$ cat config.mk
export PLATFORM = sky130hd
export DESIGN_NAME = lsu_flat
export DESIGN_NICKNAME = d
export VERILOG_FILES = /design/src/wb_subsys_pkg.sv /design/src/wb_subsys_if.sv /design/src/lsu.sv /design/src/flat_wrapper.sv
export SDC_FILE = /design/constraint.sdc
export NUM_CORES = 1
export LEC_CHECK = 0
export BUFFER_PORTS_ARGS = -buffer_cell sky130_fd_sc_hd__buf_2
export CAP_MARGIN = 25
export CORE_MARGIN = 3
export CORE_UTILIZATION = 40
export DETAILED_ROUTE_END_ITERATION = 6
export PLACE_DENSITY_LB_ADDON = 0.3
export REMOVE_ABC_BUFFERS = 1
export SETUP_SLACK_MARGIN = 0.4
export SYNTH_ARGS = -nofsm -noshare
export SYNTH_HDL_FRONTEND = slang
export SYNTH_SLANG_ARGS = --single-unit
$ cat constraint.sdc
create_clock -name clk_i -period 4.65 [get_ports clk_i]
set_input_delay 0.465 -clock clk_i [delete_from_list [all_inputs] [get_ports clk_i]]
set_output_delay 0.465 -clock clk_i [all_outputs]
set_load 0.02 [all_outputs]
$ cat src/wb_subsys_pkg.sv
/*
 * Shared opcode and writeback-type enums, plus the size and latency
 * localparams of the writeback subsystem
 */

package wb_subsys_pkg;

  // Data path width of the integer pipeline
  localparam int unsigned XLEN = 32;

  // Register file addressing with 5 bits for x0 to x31
  localparam int unsigned REG_AW   = 5;
  localparam int unsigned NUM_REGS = 2 ** REG_AW;

  // LSU data memory, word addressed through address bits 5 to 2
  localparam int unsigned MEM_WORDS = 16;
  localparam int unsigned MEM_AW    = $clog2(MEM_WORDS);

  // Cycles from an accepted LSU request to its response strobe
  localparam int unsigned LSU_LATENCY = 2;
  // Counter width must hold the full latency value
  localparam int unsigned LSU_CNT_W   = $clog2(LSU_LATENCY + 1);

  // Already decoded operations accepted by the issue stage
  typedef enum logic [2:0] {
    OP_ADD  = 3'd0,
    OP_SUB  = 3'd1,
    OP_AND  = 3'd2,
    OP_OR   = 3'd3,
    OP_XOR  = 3'd4,
    OP_ADDI = 3'd5,
    OP_LW   = 3'd6,
    OP_SW   = 3'd7
  } op_e;

  // Tells writeback whether completion has to wait for the LSU
  typedef enum logic [1:0] {
    WB_INSTR_LOAD  = 2'd0,
    WB_INSTR_STORE = 2'd1,
    WB_INSTR_OTHER = 2'd2
  } wb_instr_type_e;

endpackage
$ cat src/wb_subsys_if.sv
/*
 * Interfaces execute to writeback, execute to LSU and writeback hazard feedback
 */


// Load/store request from execute to the LSU
interface lsu_req_if;
  import wb_subsys_pkg::*;

  // One-cycle strobe that is issued only while the LSU is idle
  logic            req;
  logic            store;
  logic [XLEN-1:0] addr;
  logic [XLEN-1:0] wdata;

  modport ex  (output req, store, addr, wdata);
  modport lsu (input  req, store, addr, wdata);
endinterface


$ cat src/lsu.sv
/*
 * Load/store unit with a reset-cleared word memory and fixed response delay
 */

`timescale 1ns/1ps

module lsu (
  input  logic                           clk_i,
  input  logic                           rst_ni,
  lsu_req_if.lsu                         lsu_req,
  output logic                           busy_o,
  output logic [wb_subsys_pkg::XLEN-1:0] rf_wdata_lsu_o,
  output logic                           rf_we_lsu_o,
  output logic                           lsu_resp_valid_o
);
  import wb_subsys_pkg::*;

  logic [LSU_CNT_W-1:0] cnt_q;
  logic [LSU_CNT_W-1:0] cnt_d;
  logic                 store_q;
  logic [XLEN-1:0]      addr_q;
  logic [XLEN-1:0]      wdata_q;
  logic [MEM_AW-1:0]    word_idx;
  logic [XLEN-1:0]      mem_q [MEM_WORDS];

  // Word index comes from the address bits above the byte offset and ignores the upper bits
  assign word_idx = addr_q[MEM_AW+1:2];

  // Busy from the accepting edge until the response cycle has passed
  assign busy_o = (cnt_q != '0);

  // The response shows up in the last counted cycle
  assign lsu_resp_valid_o = (cnt_q == LSU_CNT_W'(1));

  // Loads return the addressed word combinationally in the response cycle
  assign rf_wdata_lsu_o = mem_q[word_idx];
  assign rf_we_lsu_o    = lsu_resp_valid_o && !store_q;

  // A new request reloads the counter, otherwise it runs down to zero
  always_comb begin
    cnt_d = cnt_q;
    if (lsu_req.req) begin
      cnt_d = LSU_CNT_W'(LSU_LATENCY);
    end else if (cnt_q != '0) begin
      cnt_d = cnt_q - LSU_CNT_W'(1);
    end
  end

  always_ff @(posedge clk_i or negedge rst_ni) begin
    if (!rst_ni) begin
      cnt_q <= '0;
    end else begin
      cnt_q <= cnt_d;
    end
  end

  // Request payload is captured once and held for the whole access
  always_ff @(posedge clk_i) begin
    if (lsu_req.req) begin
      store_q <= lsu_req.store;
      addr_q  <= lsu_req.addr;
      wdata_q <= lsu_req.wdata;
    end
  end

  // Memory starts out zeroed after reset
  // Stores commit at the edge that ends the response cycle
  always_ff @(posedge clk_i or negedge rst_ni) begin
    if (!rst_ni) begin
      for (int i = 0; i < MEM_WORDS; i++) begin
        mem_q[i] <= '0;
      end
    end else if (lsu_resp_valid_o && store_q) begin
      mem_q[word_idx] <= wdata_q;
    end
  end

  // Execute has to hold memory ops back until the previous access is done
  a_no_req_while_busy: assert property (@(posedge clk_i) disable iff (!rst_ni)
    lsu_req.req |-> !busy_o);

endmodule

$ cat src/flat_wrapper.sv
// flat-port wrapper written by rule: the top's interface ports become plain ports
module lsu_flat import wb_subsys_pkg::*;
  (clk_i, rst_ni, busy_o, rf_wdata_lsu_o, rf_we_lsu_o, lsu_resp_valid_o, lsu_req_req, lsu_req_store, lsu_req_addr, lsu_req_wdata);
  lsu_req_if lsu_req_i ();
  input  logic clk_i;
  input  logic rst_ni;
  output logic busy_o;
  output logic [wb_subsys_pkg::XLEN-1:0] rf_wdata_lsu_o;
  output logic rf_we_lsu_o;
  output logic lsu_resp_valid_o;
  input wire logic [$bits(lsu_req_i.req)-1:0] lsu_req_req;
  input wire logic [$bits(lsu_req_i.store)-1:0] lsu_req_store;
  input wire logic [$bits(lsu_req_i.addr)-1:0] lsu_req_addr;
  input wire logic [$bits(lsu_req_i.wdata)-1:0] lsu_req_wdata;
  assign lsu_req_i.req = lsu_req_req;
  assign lsu_req_i.store = lsu_req_store;
  assign lsu_req_i.addr = lsu_req_addr;
  assign lsu_req_i.wdata = lsu_req_wdata;
  lsu u_core (.clk_i(clk_i), .rst_ni(rst_ni), .lsu_req(lsu_req_i), .busy_o(busy_o), .rf_wdata_lsu_o(rf_wdata_lsu_o), .rf_we_lsu_o(rf_we_lsu_o), .lsu_resp_valid_o(lsu_resp_valid_o));
endmodule
---- Word level (Yosys, flattened, before mapping) ----
Index checks and enable logic that the tools add are counted.
cells by class
  muxes and demuxes ....................... 8
  $add $sub $neg .......................... 1
  divide/modulo/power cells ............... 0
  eq/ne operators ......................... 1
  multipliers ............................. 0
  reductions and logical operators ........ 6
  order comparisons ....................... 2
  shift operators ......................... 0
  bitwise operators ....................... 1
operator list
  kind                   number
  $bwmux W512            1
  $bmux W32 S4           1
  $demux W32 S4          1
  $mux W32               3
  $ge A5 B5 Y1 const B   1
  $lt A5 B1 Y1 const B   1
  $not A4 Y5             1
  $mux W2                2
  $reduce_bool A2 Y1     2
  $logic_and A1 B1 Y1    3
  $eq A2 B1 Y1 const B   1
  $sub A2 B1 Y2 const B  1
  $logic_not A1 Y1       1
storage, ports and cells
  memories ................................ 0
  bits in writable memories ............... 0
  input bits .............................. 68
  latch bits .............................. 0
  ROM bits ................................ 0
  output and inout port bits .............. 35
  word-level logic and storage cells ...... 39
  register bits after elaboration ......... 553

---- Longest topological paths before layout ----
Gate-level depths: netlist (run 1).
  depth in word-level cells ............... 6
  mapped depth ............................ 7
  depth with buffers taken out ............ 5

---- Worst setup path before layout (run 1) ----
Ideal clock, no wire load.
  path type ............................... flip-flop to output port
  start ................................... reg u_core.addr_q[3]
  end ..................................... out rf_wdata_lsu_o[16] (netlist bit)
  buffers on the path ..................... 3
  setup slack ............................. 2.534 ns
  arrival ................................. 1.651 ns
  required time ........................... 4.185 ns
  stages on the path, launching flop included .. 7
  cells stage by stage .................... edfxtp_1 buf_2 buf_2 clkbuf_1 mux4_2 a22oi_1 nand2_1
on the way
  word-level cells in the longest chain between the ends .. 4
RTL lines
  item                                         RTL line           RTL
  start: declaration                           lsu.sv:21          logic [XLEN-1:0] addr_q;
  start signal: assignment                     lsu.sv:61          addr_q <= lsu_req.addr;
  $not A4 Y5 (implied by the code)             lsu.sv:36          assign rf_wdata_lsu_o = mem_q[word_idx];
  $bmux W32 S4                                 lsu.sv:36
  $mux W32 (implied by the code) (2 in a row)  lsu.sv:36
  end: declaration                             flat_wrapper.sv:8  output logic [wb_subsys_pkg::XLEN-1:0] rf_wdata_lsu_o;
No other way between the ends. The select of a mux whose other input is x is not followed.

---- Worst setup path after layout (run 1) ----
  start ................................... reg u_core.addr_q[2]
  end ..................................... out rf_wdata_lsu_o[29] (netlist bit)
The elaborated chain is that of the path after synthesis.

==> results.json, run 1 <==
{
  "totalWireLength_microns": 57100,
  "ys_seq_area_share_pct": 57.19,
  "power_frac_comb_pct": 16.1,
  "rsz0062_at_grt": "false",
  "synth_edf_count": 37,
  "synth_seq_cells": 551,
  "clockBufferDepth": 3,
  "min_path_cells": 1,
  "io_buffers": 74,
  "die-area_sq_um": 64080,
  "max_slew_margin_pct": 41.56,
  "core-area_sq_um": 59690,
  "synth_top_area_share_pct": 52.65,
  "synth_area_sq_um": 24430,
  "drv_cap": 0,
  "num_vias": 12992,
  "reg2reg_slack_ns": 1.77,
  "grt.overflow.total": 0,
  "cts.sinks": 551,
  "final_cells": 2337,
  "dp_hpwl_microns": 31550,
  "grt_start_max_net_pins": 125,
  "multi_input_area_sq_um": 9797,
  "intPower_mw": 10.09,
  "critPathKind": "flip-flop to output port",
  "grt_pass1_vias": 13978,
  "antenna_found_initial": 0,
  "ant_nets": 0,
  "cp.required_ns": 4.18,
  "ir_worst_vdd_uv": 306.8,
  "num_rows": 89,
  "worst_pin_slew_ns": 0.8736,
  "swShare_pct": 24.78,
  "drtIter0Drc": 819,
  "seqCellArea_sq_um": 13970,
  "crit_fanout": 14,
  "setup_viol_count_final": 0,
  "clk_root_buffer_cell": "clkbuf_16",
  "fin_skew_ns": 0.02348,
  "post_cts_buffers": 0,
  "placed_cells": 2207,
  "cp.arrival_ns": 3.17,
  "yosys-top-cells-count": "dfrtp_1 (514), mux2_2 (437), mux4_2 (128)",
  "nets": 1584,
  "synthArstFlopShare_pct": 93.28,
  "ioPinCount": 103,
  "die_x_microns": 253.1,
  "period_minus_slack_ns": 3.634,
  "avgRoutedWirePerCell_microns": 24.43,
  "yosysMostFrequentCell": "dfrtp_1",
  "leakage_nw": 13.27,
  "fill_cells": 5149,
  "seqPwrFrac_pct": 47.9,
  "cts_max_level": 2,
  "pwr-share-clk_pct": 36.0,
  "areaGrowthSynthToFinish_pct": 13.69,
  "diodes": 0,
  "netlist_instances": 1455,
  "hold_ws_ns": 0.03657,
  "yosys.cell_types.count": 29,
  "ys_warn_count": 0,
  "drcViolationCount": 0,
  "p_per_area_nw_per_um2": 482.8,
  "clk_latency_ns": 0.61,
  "synth_ff_type": "dfrtp_1",
  "gp_congestion": 0.7043,
  "numCtsBuffers": 58,
  "grt_pass1_wl_microns": 87550,
  "cts_tree": "done",
  "endpoint_kind": "output port",
  "outcome": "complete, no violations",
  "fmax_mhz": 275.2,
  "routed_via_density": 5.559,
  "dieHeight_microns": 253.1,
  "synth.area.top_cells": "dfrtp_1 (53%), mux2_2 (20%), mux4_2 (12%), edfxtp_1 (4.5%), mux2_4 (3.7%)",
  "switching_power_mw": 3.323,
  "synth.largest_area_cell": "dfrtp_1",
  "cp-start-kind": "flip-flop",
  "drive_gt1_share_pct": 54.41,
  "syn-mean-instance-area_sq_um": 16.79,
  "start_util_pct": 40.93,
  "finalHoldViolations": 0,
  "fin_total_pwr_mw": 13.41,
  "grt_use_total_pct": 18.11,
  "fin_crit_sh_pct": 78.14,
  "dr.pass1.iters": 4,
  "r2r_cells": 6,
  "cts.clk_slew.worst_paths_ns": 0.06,
  "drv_slew": 0,
  "min_path_type": "input port to flip-flop"
}
==> critical path: stages, from the launching register on <==
cell,delay [ns]
edfxtp_1,0.74
buf_4,0.40
buf_4,0.34
mux4_2,0.55
a22oi_1,0.25
nand2_1,0.10
buf_2,0.16
==> stage by stage <==
stage | setup TNS [ns] | cell area (sq um) | util [%] | setup slack (ns)
global placement | 0 | 25550 | 42.80 | 1.613
detailed placement | 0 | 25570 | 42.84 | 1.635
floorplan | -1311.78 | 23680 | - | -3.121
global route | 0 | 27780 | 46.54 | 0.8143
finish | 0 | 27780 | 46.54 | 1.016
CTS | 0 | 27780 | 46.54 | 0.9344
==> registers in the layout (all words and copies together) (netlist names) <==
register	cells
u_core.store_q	1
u_core.cnt_q	2
u_core.wdata_q	32
u_core.addr_q	4
u_core.mem_q	512
==> path summary, 6_finish.rpt <==
check,startpoint,endpoint
worst max-delay path,u_core.addr_q[2],rf_wdata_lsu_o[29]
worst min-delay path,lsu_req_wdata[11],u_core.wdata_q[11]
worst max register to register,u_core.cnt_q[1],u_core.mem_q[234]
worst min register to register,u_core.mem_q[388],u_core.mem_q[388]
max in group asynchronous,rst_ni,u_core.mem_q[381]
min in group asynchronous,rst_ni,u_core.mem_q[164]
==> cell type report <==
cell class              instances  share of cell area, %
well taps                     773                  3.482
clock buffers                  84                  6.054
flip-flops and latches        551                  50.31
clock inverters                26                  1.180
inverters                       3                0.04054
repair buffers                129                  3.667
multi-input cells             771                  35.27
==> placed cells by master, fill, tap and decap left out, types with 9 or more instances in the layout <==
master / Yosys / routed
dfrtp_1: 514 / 514
mux2_2: 437 / 437
mux4_2: 128 / 128
buf_2: 50 / 73
a22oi_1: 64 / 64
mux2_4: 60 / 60
clkbuf_16: 0 / 60
edfxtp_1: 37 / 37
nand2_1: 34 / 33
buf_4: 9 / 21
dlygate4sd3_1: 0 / 20
clkinv_2: 0 / 17
mux2_1: 15 / 15
clkbuf_1: 55 / 15
buf_12: 6 / 14
nor2_4: 0 / 10
clkbuf_8: 0 / 9
==> power groups by stage <==
stage          combinational, mW  clock, mW  sequential (mW)
2_1_floorplan               1.65          0             6.34
3_3_place_gp                2.11          0             6.41
3_5_place_dp                2.19          0             6.48
4_1_cts                     2.20       4.96             6.41
5_1_grt                     2.34       5.13             6.54
6_report                    2.16       4.83             6.42
==> routing by layer <==
layer / wire length, microns / track usage (%) / up-vias
met3: 2034 / 2.434 / 73
met5: 0 / 0 / -
met2: 27500 / 29.76 / 235
met1: 26550 / 25.75 / 7133
li1: - / - / 5551
met4: 1023 / 4.284 / 0
==> cells by family after synthesis <==
logic type,share of synthesized area (%)
compound gates,1.967
xor+xnor,0.03585
fa+ha+maj,0.1024
buf+inv,3.114
flops,57.19
mux,36.36
simple gates,1.229
==> repair_timing <==
item | in CTS | in global routing
gates resized for setup | 0 | 0
hold buffers | 20 | 0
hold endpoints to repair | 108 | 0
endpoints found under the setup margin | 0 | 0
Note: power is estimated with default switching activity, not from simulation.
==> run 2: changes to the inputs <==
Clock period 4.65 ns to 3.04 ns, I/O delays scaled along.
==> run 2 against run 1 <==
Cell count rose by 3.4%. Clock skew fell by 0.012 ns. Sequential cell count did not move. Combinational power rose by 77%. Design area rose by 6.1%. Hold slack improved by 0.20 ns. Setup slack got worse by 0.83 ns. Sequential share of layout area fell by 2.9 points. Via count rose by 3.1%. Sequential power rose by 53%. Wire length rose by 4.0%. Clock power rose by 45%. Highest routed layer unchanged.
==> results.json, run 2 (same netlist as run 1, synthesis figures left out) <==
{
  "outcome": "complete, no violations",
  "mostFrequentLayoutCell": "dfrtp_1",
  "leakage_nw": 13.88,
  "critPathKind": "flip-flop to output port",
  "r2r_cells": 7,
  "rsz0062_at_grt": "true",
  "fill_cells": 5002,
  "cp_cell_sequence": "buf_6 > buf_12 > buf_12 > buf_16 > mux4_2 > a22oi_2 > nand2_2 > buf_6",
  "fmax_mhz": 350.7,
  "worst_pin_slew_ns": 0.8720,
  "slowest_delay_ns": 0.45,
  "fin_total_pwr_mw": 20.65,
  "start_util_pct": 40.93,
  "cts.sinks": 551,
  "clockBufferDepth": 3,
  "multi_input_area_sq_um": 10120,
  "core-area_sq_um": 59690,
  "wl_met2_microns": 28840,
  "reg2reg_from": "u_core.cnt_q[1]",
  "num_rows": 89,
  "grt_use_total_pct": 19.00,
  "top_regs": "u_core.mem_q (512), u_core.wdata_q (32), u_core.addr_q (4)",
  "gp_congestion": 0.7334,
  "ant_nets": 0,
  "areaGrowthSynthToFinish_pct": 20.64,
  "cp-start-kind": "flip-flop",
  "regMostFlops": "u_core.mem_q",
  "holdCritStartpoint": "lsu_req_req",
  "fin_skew_ns": 0.01134,
  "drive_gt1_share_pct": 59.79,
  "crit_start": "u_core.addr_q[2]",
  "cts.clk_slew.worst_paths_ns": 0.06,
  "min_path_cells": 2,
  "period_minus_slack_ns": 2.851,
  "cp.required_ns": 2.74,
  "grt_pass1_vias": 14475,
  "die-area_sq_um": 64080,
  "diodes": 0,
  "drv_cap": 0,
  "grt_start_max_net_pins": 86,
  "avgRoutedWirePerCell_microns": 24.56,
  "p_per_area_nw_per_um2": 700.4,
  "cts_max_level": 2,
  "seqCellArea_sq_um": 13970,
  "highest_layer": "met4",
  "numCtsBuffers": 58,
  "cts_tree": "done",
  "nets": 1665,
  "crit_fanout": 8,
  "io_buffers": 74,
  "die_x_microns": 253.1,
  "clk_latency_ns": 0.60,
  "reg2reg_slack_ns": 0.58,
  "min_path_type": "input port to flip-flop",
  "min_to": "u_core.cnt_q[0]",
  "dp_hpwl_microns": 32470,
  "final_cells": 2417,
  "placed_cells": 2232,
  "drv_slew": 0,
  "routed_via_density": 5.540,
  "largest_reg_flops": 512,
  "grt_pass1_wl_microns": 91890,
  "hold_ws_ns": 0.2412,
  "met1_length_microns": 27500,
  "tns_ns": 0,
  "cp.arrival_ns": 2.55,
  "r2r_end": "u_core.mem_q[359]",
  "slowest_stage": "mux4_2",
  "finalHoldViolations": 0,
  "fin_crit_sh_pct": 93.80,
  "dieHeight_microns": 253.1,
  "drtIter0Drc": 684,
  "route.met3.wl_microns": 2013,
  "clk_root_buffer_cell": "clkbuf_16",
  "endpoint_kind": "output port",
  "dr.pass1.iters": 4,
  "ioPinCount": 103,
  "totalWireLength_microns": 59360,
  "grt.overflow.total": 0,
  "placed_cell_area_sq_um": 25970,
  "num_vias": 13391,
  "final_cell_mix": "dfrtp_1 (514), mux2_2 (437), mux4_2 (128)",
  "setup_viol_count_final": 0,
  "design_area_sq_um": 29480,
  "drcViolationCount": 0,
  "max_slew_margin_pct": 41.86,
  "antenna_found_initial": 0,
  "ir_worst_vdd_uv": 415.0
}
[run 2: cell count changes in the layout (fill, tap and decap cells not counted), sizes merged]
cell         change
buf             +60
dlygate4sd3     +18
clkbuf          +11
bufinv           -6
clkinv           -6
clkinvlp         +2
bufbuf           +1
[run 2: area by class of cell]
| class | instances | area share, % |
|---|---|---|
| Clock buffer | 93 | 6.096 |
| Clock inverter | 16 | 0.3735 |
| Inverter | 3 | 0.03820 |
| Multi-Input combinational cell | 771 | 34.34 |
| Sequential cell | 551 | 47.41 |
| Tap cell | 773 | 3.281 |
| Timing Repair Buffer | 210 | 8.468 |
[run 2: per-stage QoR]
step                      worst slack, ns  utilization [%]
after detailed placement           0.5662            43.51
final                              0.1886            49.38
after CTS                          0.1947            48.85
after global placement             0.5567            43.51
after floorplan                    -4.731                -
after global routing              0.09455            49.38
[run 2: critical path: cells and delay by family (launching register included)]
family / cells / cell delay [ns]
muxes: 1 / 0.45
DFF: 1 / 0.42
AOI/OAI and AO/OA: 1 / 0.26
and+or+nand+nor: 1 / 0.10
buffers and inverters: 5 / 0.70
[run 2: where the power goes]
| part | leakage (nW) | switching [mW] | internal, mW |
|---|---|---|---|
| Clock | 0.945 | 2.90 | 4.11 |
| Combinational | 5.53 | 1.43 | 2.40 |
| Sequential | 7.41 | 0.870 | 8.94 |
| Total | 13.9 | 5.20 | 15.4 |
[run 2: layer usage]
layer / vias up / track usage (%)
met5: - / 0
met2: 240 / 30.85
met1: 7349 / 27.39
met4: 0 / 4.515
met3: 74 / 2.516
li1: 5728 / -
[run 2: repair_timing]
action | 4_1_cts | 5_1_grt
gates cloned | 10 | 2
gates resized for setup | 105 | 48
pin swaps | 42 | 26
endpoints found under the hold margin | 104 | 0
setup buffers | 20 | 6
endpoints found under the setup margin | 32 | 32
hold buffers | 38 | 0
[run 2: how the worst max path moves through the flow]
stage / slack [ns] / endpoint / cells after the start
floorplan: -4.73 / u_core.mem_q[384] / 3
finish: 0.19 / rf_wdata_lsu_o[31] / 8
detailed placement: 0.57 / rf_wdata_lsu_o[1] / 6
global placement: 0.56 / rf_wdata_lsu_o[1] / 6
CTS: 0.19 / rf_wdata_lsu_o[31] / 8
global route: 0.09 / rf_wdata_lsu_o[11] / 8
==> run 3: changes to the inputs <==
Settings changed: BUFFER_PORTS_ARGS -buffer_cell sky130_fd_sc_hd__buf_2 to -buffer_cell sky130_fd_sc_hd__buf_4, HOLD_SLACK_MARGIN from default to 0.06.
Clock period 3.04 ns to 2.3 ns, I/O delays scaled along.
==> run 3 against run 2 <==
The run now ends with negative setup slack left. Largest cell class unchanged. Core utilization grew 0.56 points. Clock skew grew 0.0094 ns. Sequential share of layout area down 0.53 points. Sequential cell count unchanged. Register-to-register slack got worse by 0.40 ns. Die area unchanged. Non-clock buffer count increased by 10. Design area increased by 1.1%. Sequential power grew 33%. Clock power is 37% higher. Largest power group unchanged. Setup slack got worse by 0.68 ns.
==> results.json, run 3 (same netlist as run 1, synthesis figures left out) <==
{
  "outcome": "complete, but fails checks",
  "setup_viol_count_final": 32,
  "fmax_mhz": 358.3,
  "cts.sinks": 551,
  "ant_nets": 0,
  "finalHoldViolations": 0,
  "dr.pass1.iters": 5,
  "fin_skew_ns": 0.02079,
  "clk_root_buffer_cell": "clkbuf_16",
  "cp.required_ns": 2.07,
  "fill_cells": 4933,
  "leakage_nw": 14.09,
  "met3_usage_pct": 3.102,
  "seqCellArea_sq_um": 13970,
  "grt.overflow.total": 0,
  "intPower_mw": 20.70,
  "r2r_end": "u_core.mem_q[438]",
  "grt_start_max_net_pins": 70,
  "period_minus_slack_ns": 2.791,
  "seqPwrFrac_pct": 47.1,
  "grtUsageMet2_pct": 31.23,
  "grt_pass1_vias": 14612,
  "final_cell_mix": "dfrtp_1 (514), mux2_2 (430), mux4_2 (128)",
  "numCtsBuffers": 59,
  "min_path_type": "input port to asynchronous set/reset pin",
  "cp-start-kind": "flip-flop",
  "cp_cell_sequence": "buf_12 > buf_12 > mux4_2 > a22oi_1 > nand2_1 > buf_4",
  "regMostFlops": "u_core.mem_q",
  "gp_congestion": 0.7187,
  "switching_power_mw": 6.825,
  "power_frac_comb_pct": 17.9,
  "num_rows": 89,
  "critPathKind": "flip-flop to output port",
  "avgRoutedWirePerCell_microns": 25.10,
  "placed_cell_area_sq_um": 26460,
  "drtIter0Drc": 835,
  "violations": "negative setup slack",
  "slowest_stage": "mux4_2",
  "cts.clk_slew.worst_paths_ns": 0.06,
  "worst_pin_slew_ns": 0.6655,
  "cpMostUsedCell": "buf_12",
  "clk_latency_ns": 0.61,
  "fin_util_pct": 49.94,
  "largest_reg_flops": 512,
  "dp_hpwl_microns": 33100,
  "endpoint_kind": "output port",
  "clockBufferDepth": 3,
  "dieHeight_microns": 253.1,
  "grt_busiest_layer": "met2",
  "pwr-share-clk_pct": 35.0,
  "drcViolationCount": 0,
  "nets": 1676,
  "antenna_found_initial": 0,
  "diodes": 0,
  "areaGrowthSynthToFinish_pct": 22.01,
  "top_regs": "u_core.mem_q (512), u_core.wdata_q (32), u_core.addr_q (4)",
  "io_buffers": 74,
  "reg2reg_slack_ns": 0.18,
  "hold_ws_ns": 0.2329,
  "fin_crit_sh_pct": 121.3,
  "mostFrequentLayoutCell": "dfrtp_1",
  "grt_use_met1_pct": 27.59,
  "reg2reg_from": "u_core.addr_q[2]",
  "ioPinCount": 103,
  "rsz0062_at_grt": "true",
  "grt_use_total_pct": 19.36,
  "die-area_sq_um": 64080,
  "routed_via_density": 5.569,
  "drive_gt1_share_pct": 57.74,
  "swShare_pct": 24.80,
  "drv_cap": 0,
  "slowest_delay_ns": 0.50,
  "post-place-ws_ns": 0.08538,
  "totalWireLength_microns": 60910,
  "p_per_area_nw_per_um2": 923.2,
  "finalWorstSetupSlack_ns": -0.4907,
  "ir_worst_vdd_uv": 567.0,
  "num_vias": 13515,
  "cts_tree": "done",
  "r2r_cells": 6,
  "die_x_microns": 253.1,
  "start_util_pct": 40.93,
  "core-area_sq_um": 59690,
  "crit_fanout": 13,
  "design_area_sq_um": 29810,
  "max_slew_margin_pct": 55.64,
  "cp.arrival_ns": 2.56,
  "crit_start": "u_core.addr_q[2]",
  "drv_slew": 0,
  "grt_pass1_wl_microns": 92640,
  "crit_end": "rf_wdata_lsu_o[12]",
  "multi_input_area_sq_um": 10010,
  "cts_max_level": 2
}
[run 3: how the worst min path moves through the flow]
stage / startpoint / end / slack [ns] / cells after the start
global route: rst_ni / u_core.mem_q[266] / 0.26 / 2
finish: rst_ni / u_core.mem_q[330] / 0.23 / 2
detailed placement: rst_ni / u_core.mem_q[298] / 0.26 / 1
global placement: rst_ni / u_core.mem_q[298] / 0.25 / 1
CTS: rst_ni / u_core.mem_q[330] / 0.22 / 2
floorplan: rst_ni / u_core.cnt_q[0] / -0.07 / 0
[run 3: timing repair]
action	in CTS	in global routing
setup endpoints to repair	513	502
hold buffers	39	0
pin swaps	18	11
gates cloned	14	2
setup buffers	14	3
gates resized for setup	70	29
hold endpoints to repair	132	0
[run 3: worst max-delay path: cells and delay by family, from the launching register on]
family                 cells  cell delay [ns]
AO/OA/AOI/OAI              1             0.23
multiplexers               1             0.50
buffers and inverters      3             0.62
AND/OR/NAND/NOR            1             0.17
flip-flops                 1             0.41
[run 3: cell type report]
class	count	share of cell area (%)
multi-input combinational	771	33.59
timing repair buffer	220	9.608
inverter	3	0.03778
tap	773	3.245
sequential	551	46.88
clock inverter	17	0.7723
clock buffer	92	5.872
[run 3: stage by stage]
stage / setup TNS (ns) / total power, mW / cells
after global routing: -16.06 / 28.80 / 2427
final: -12.99 / 27.52 / 2427
after CTS: -14.95 / 27.73 / 2422
after detailed placement: 0 / 17.75 / 2246
after floorplan: -2582.66 / 16.14 / 1325
after global placement: 0 / 17.46 / 2246
[run 3: power by group through the flow]
stage	logic, mW	registers [mW]	clock network (mW)
CTS	4.94	12.9	9.86
finish	4.93	13.0	9.63
floorplan	3.33	12.8	0
global route	5.31	13.2	10.3
detailed placement	4.65	13.1	0
global placement	4.51	13.0	0
[run 3: layer usage]
layer | vias up | routed length [microns]
met5 | - | 0
met4 | 0 | 1224
met3 | 84 | 2495
met2 | 264 | 29420
met1 | 7404 | 27780
li1 | 5763 | -
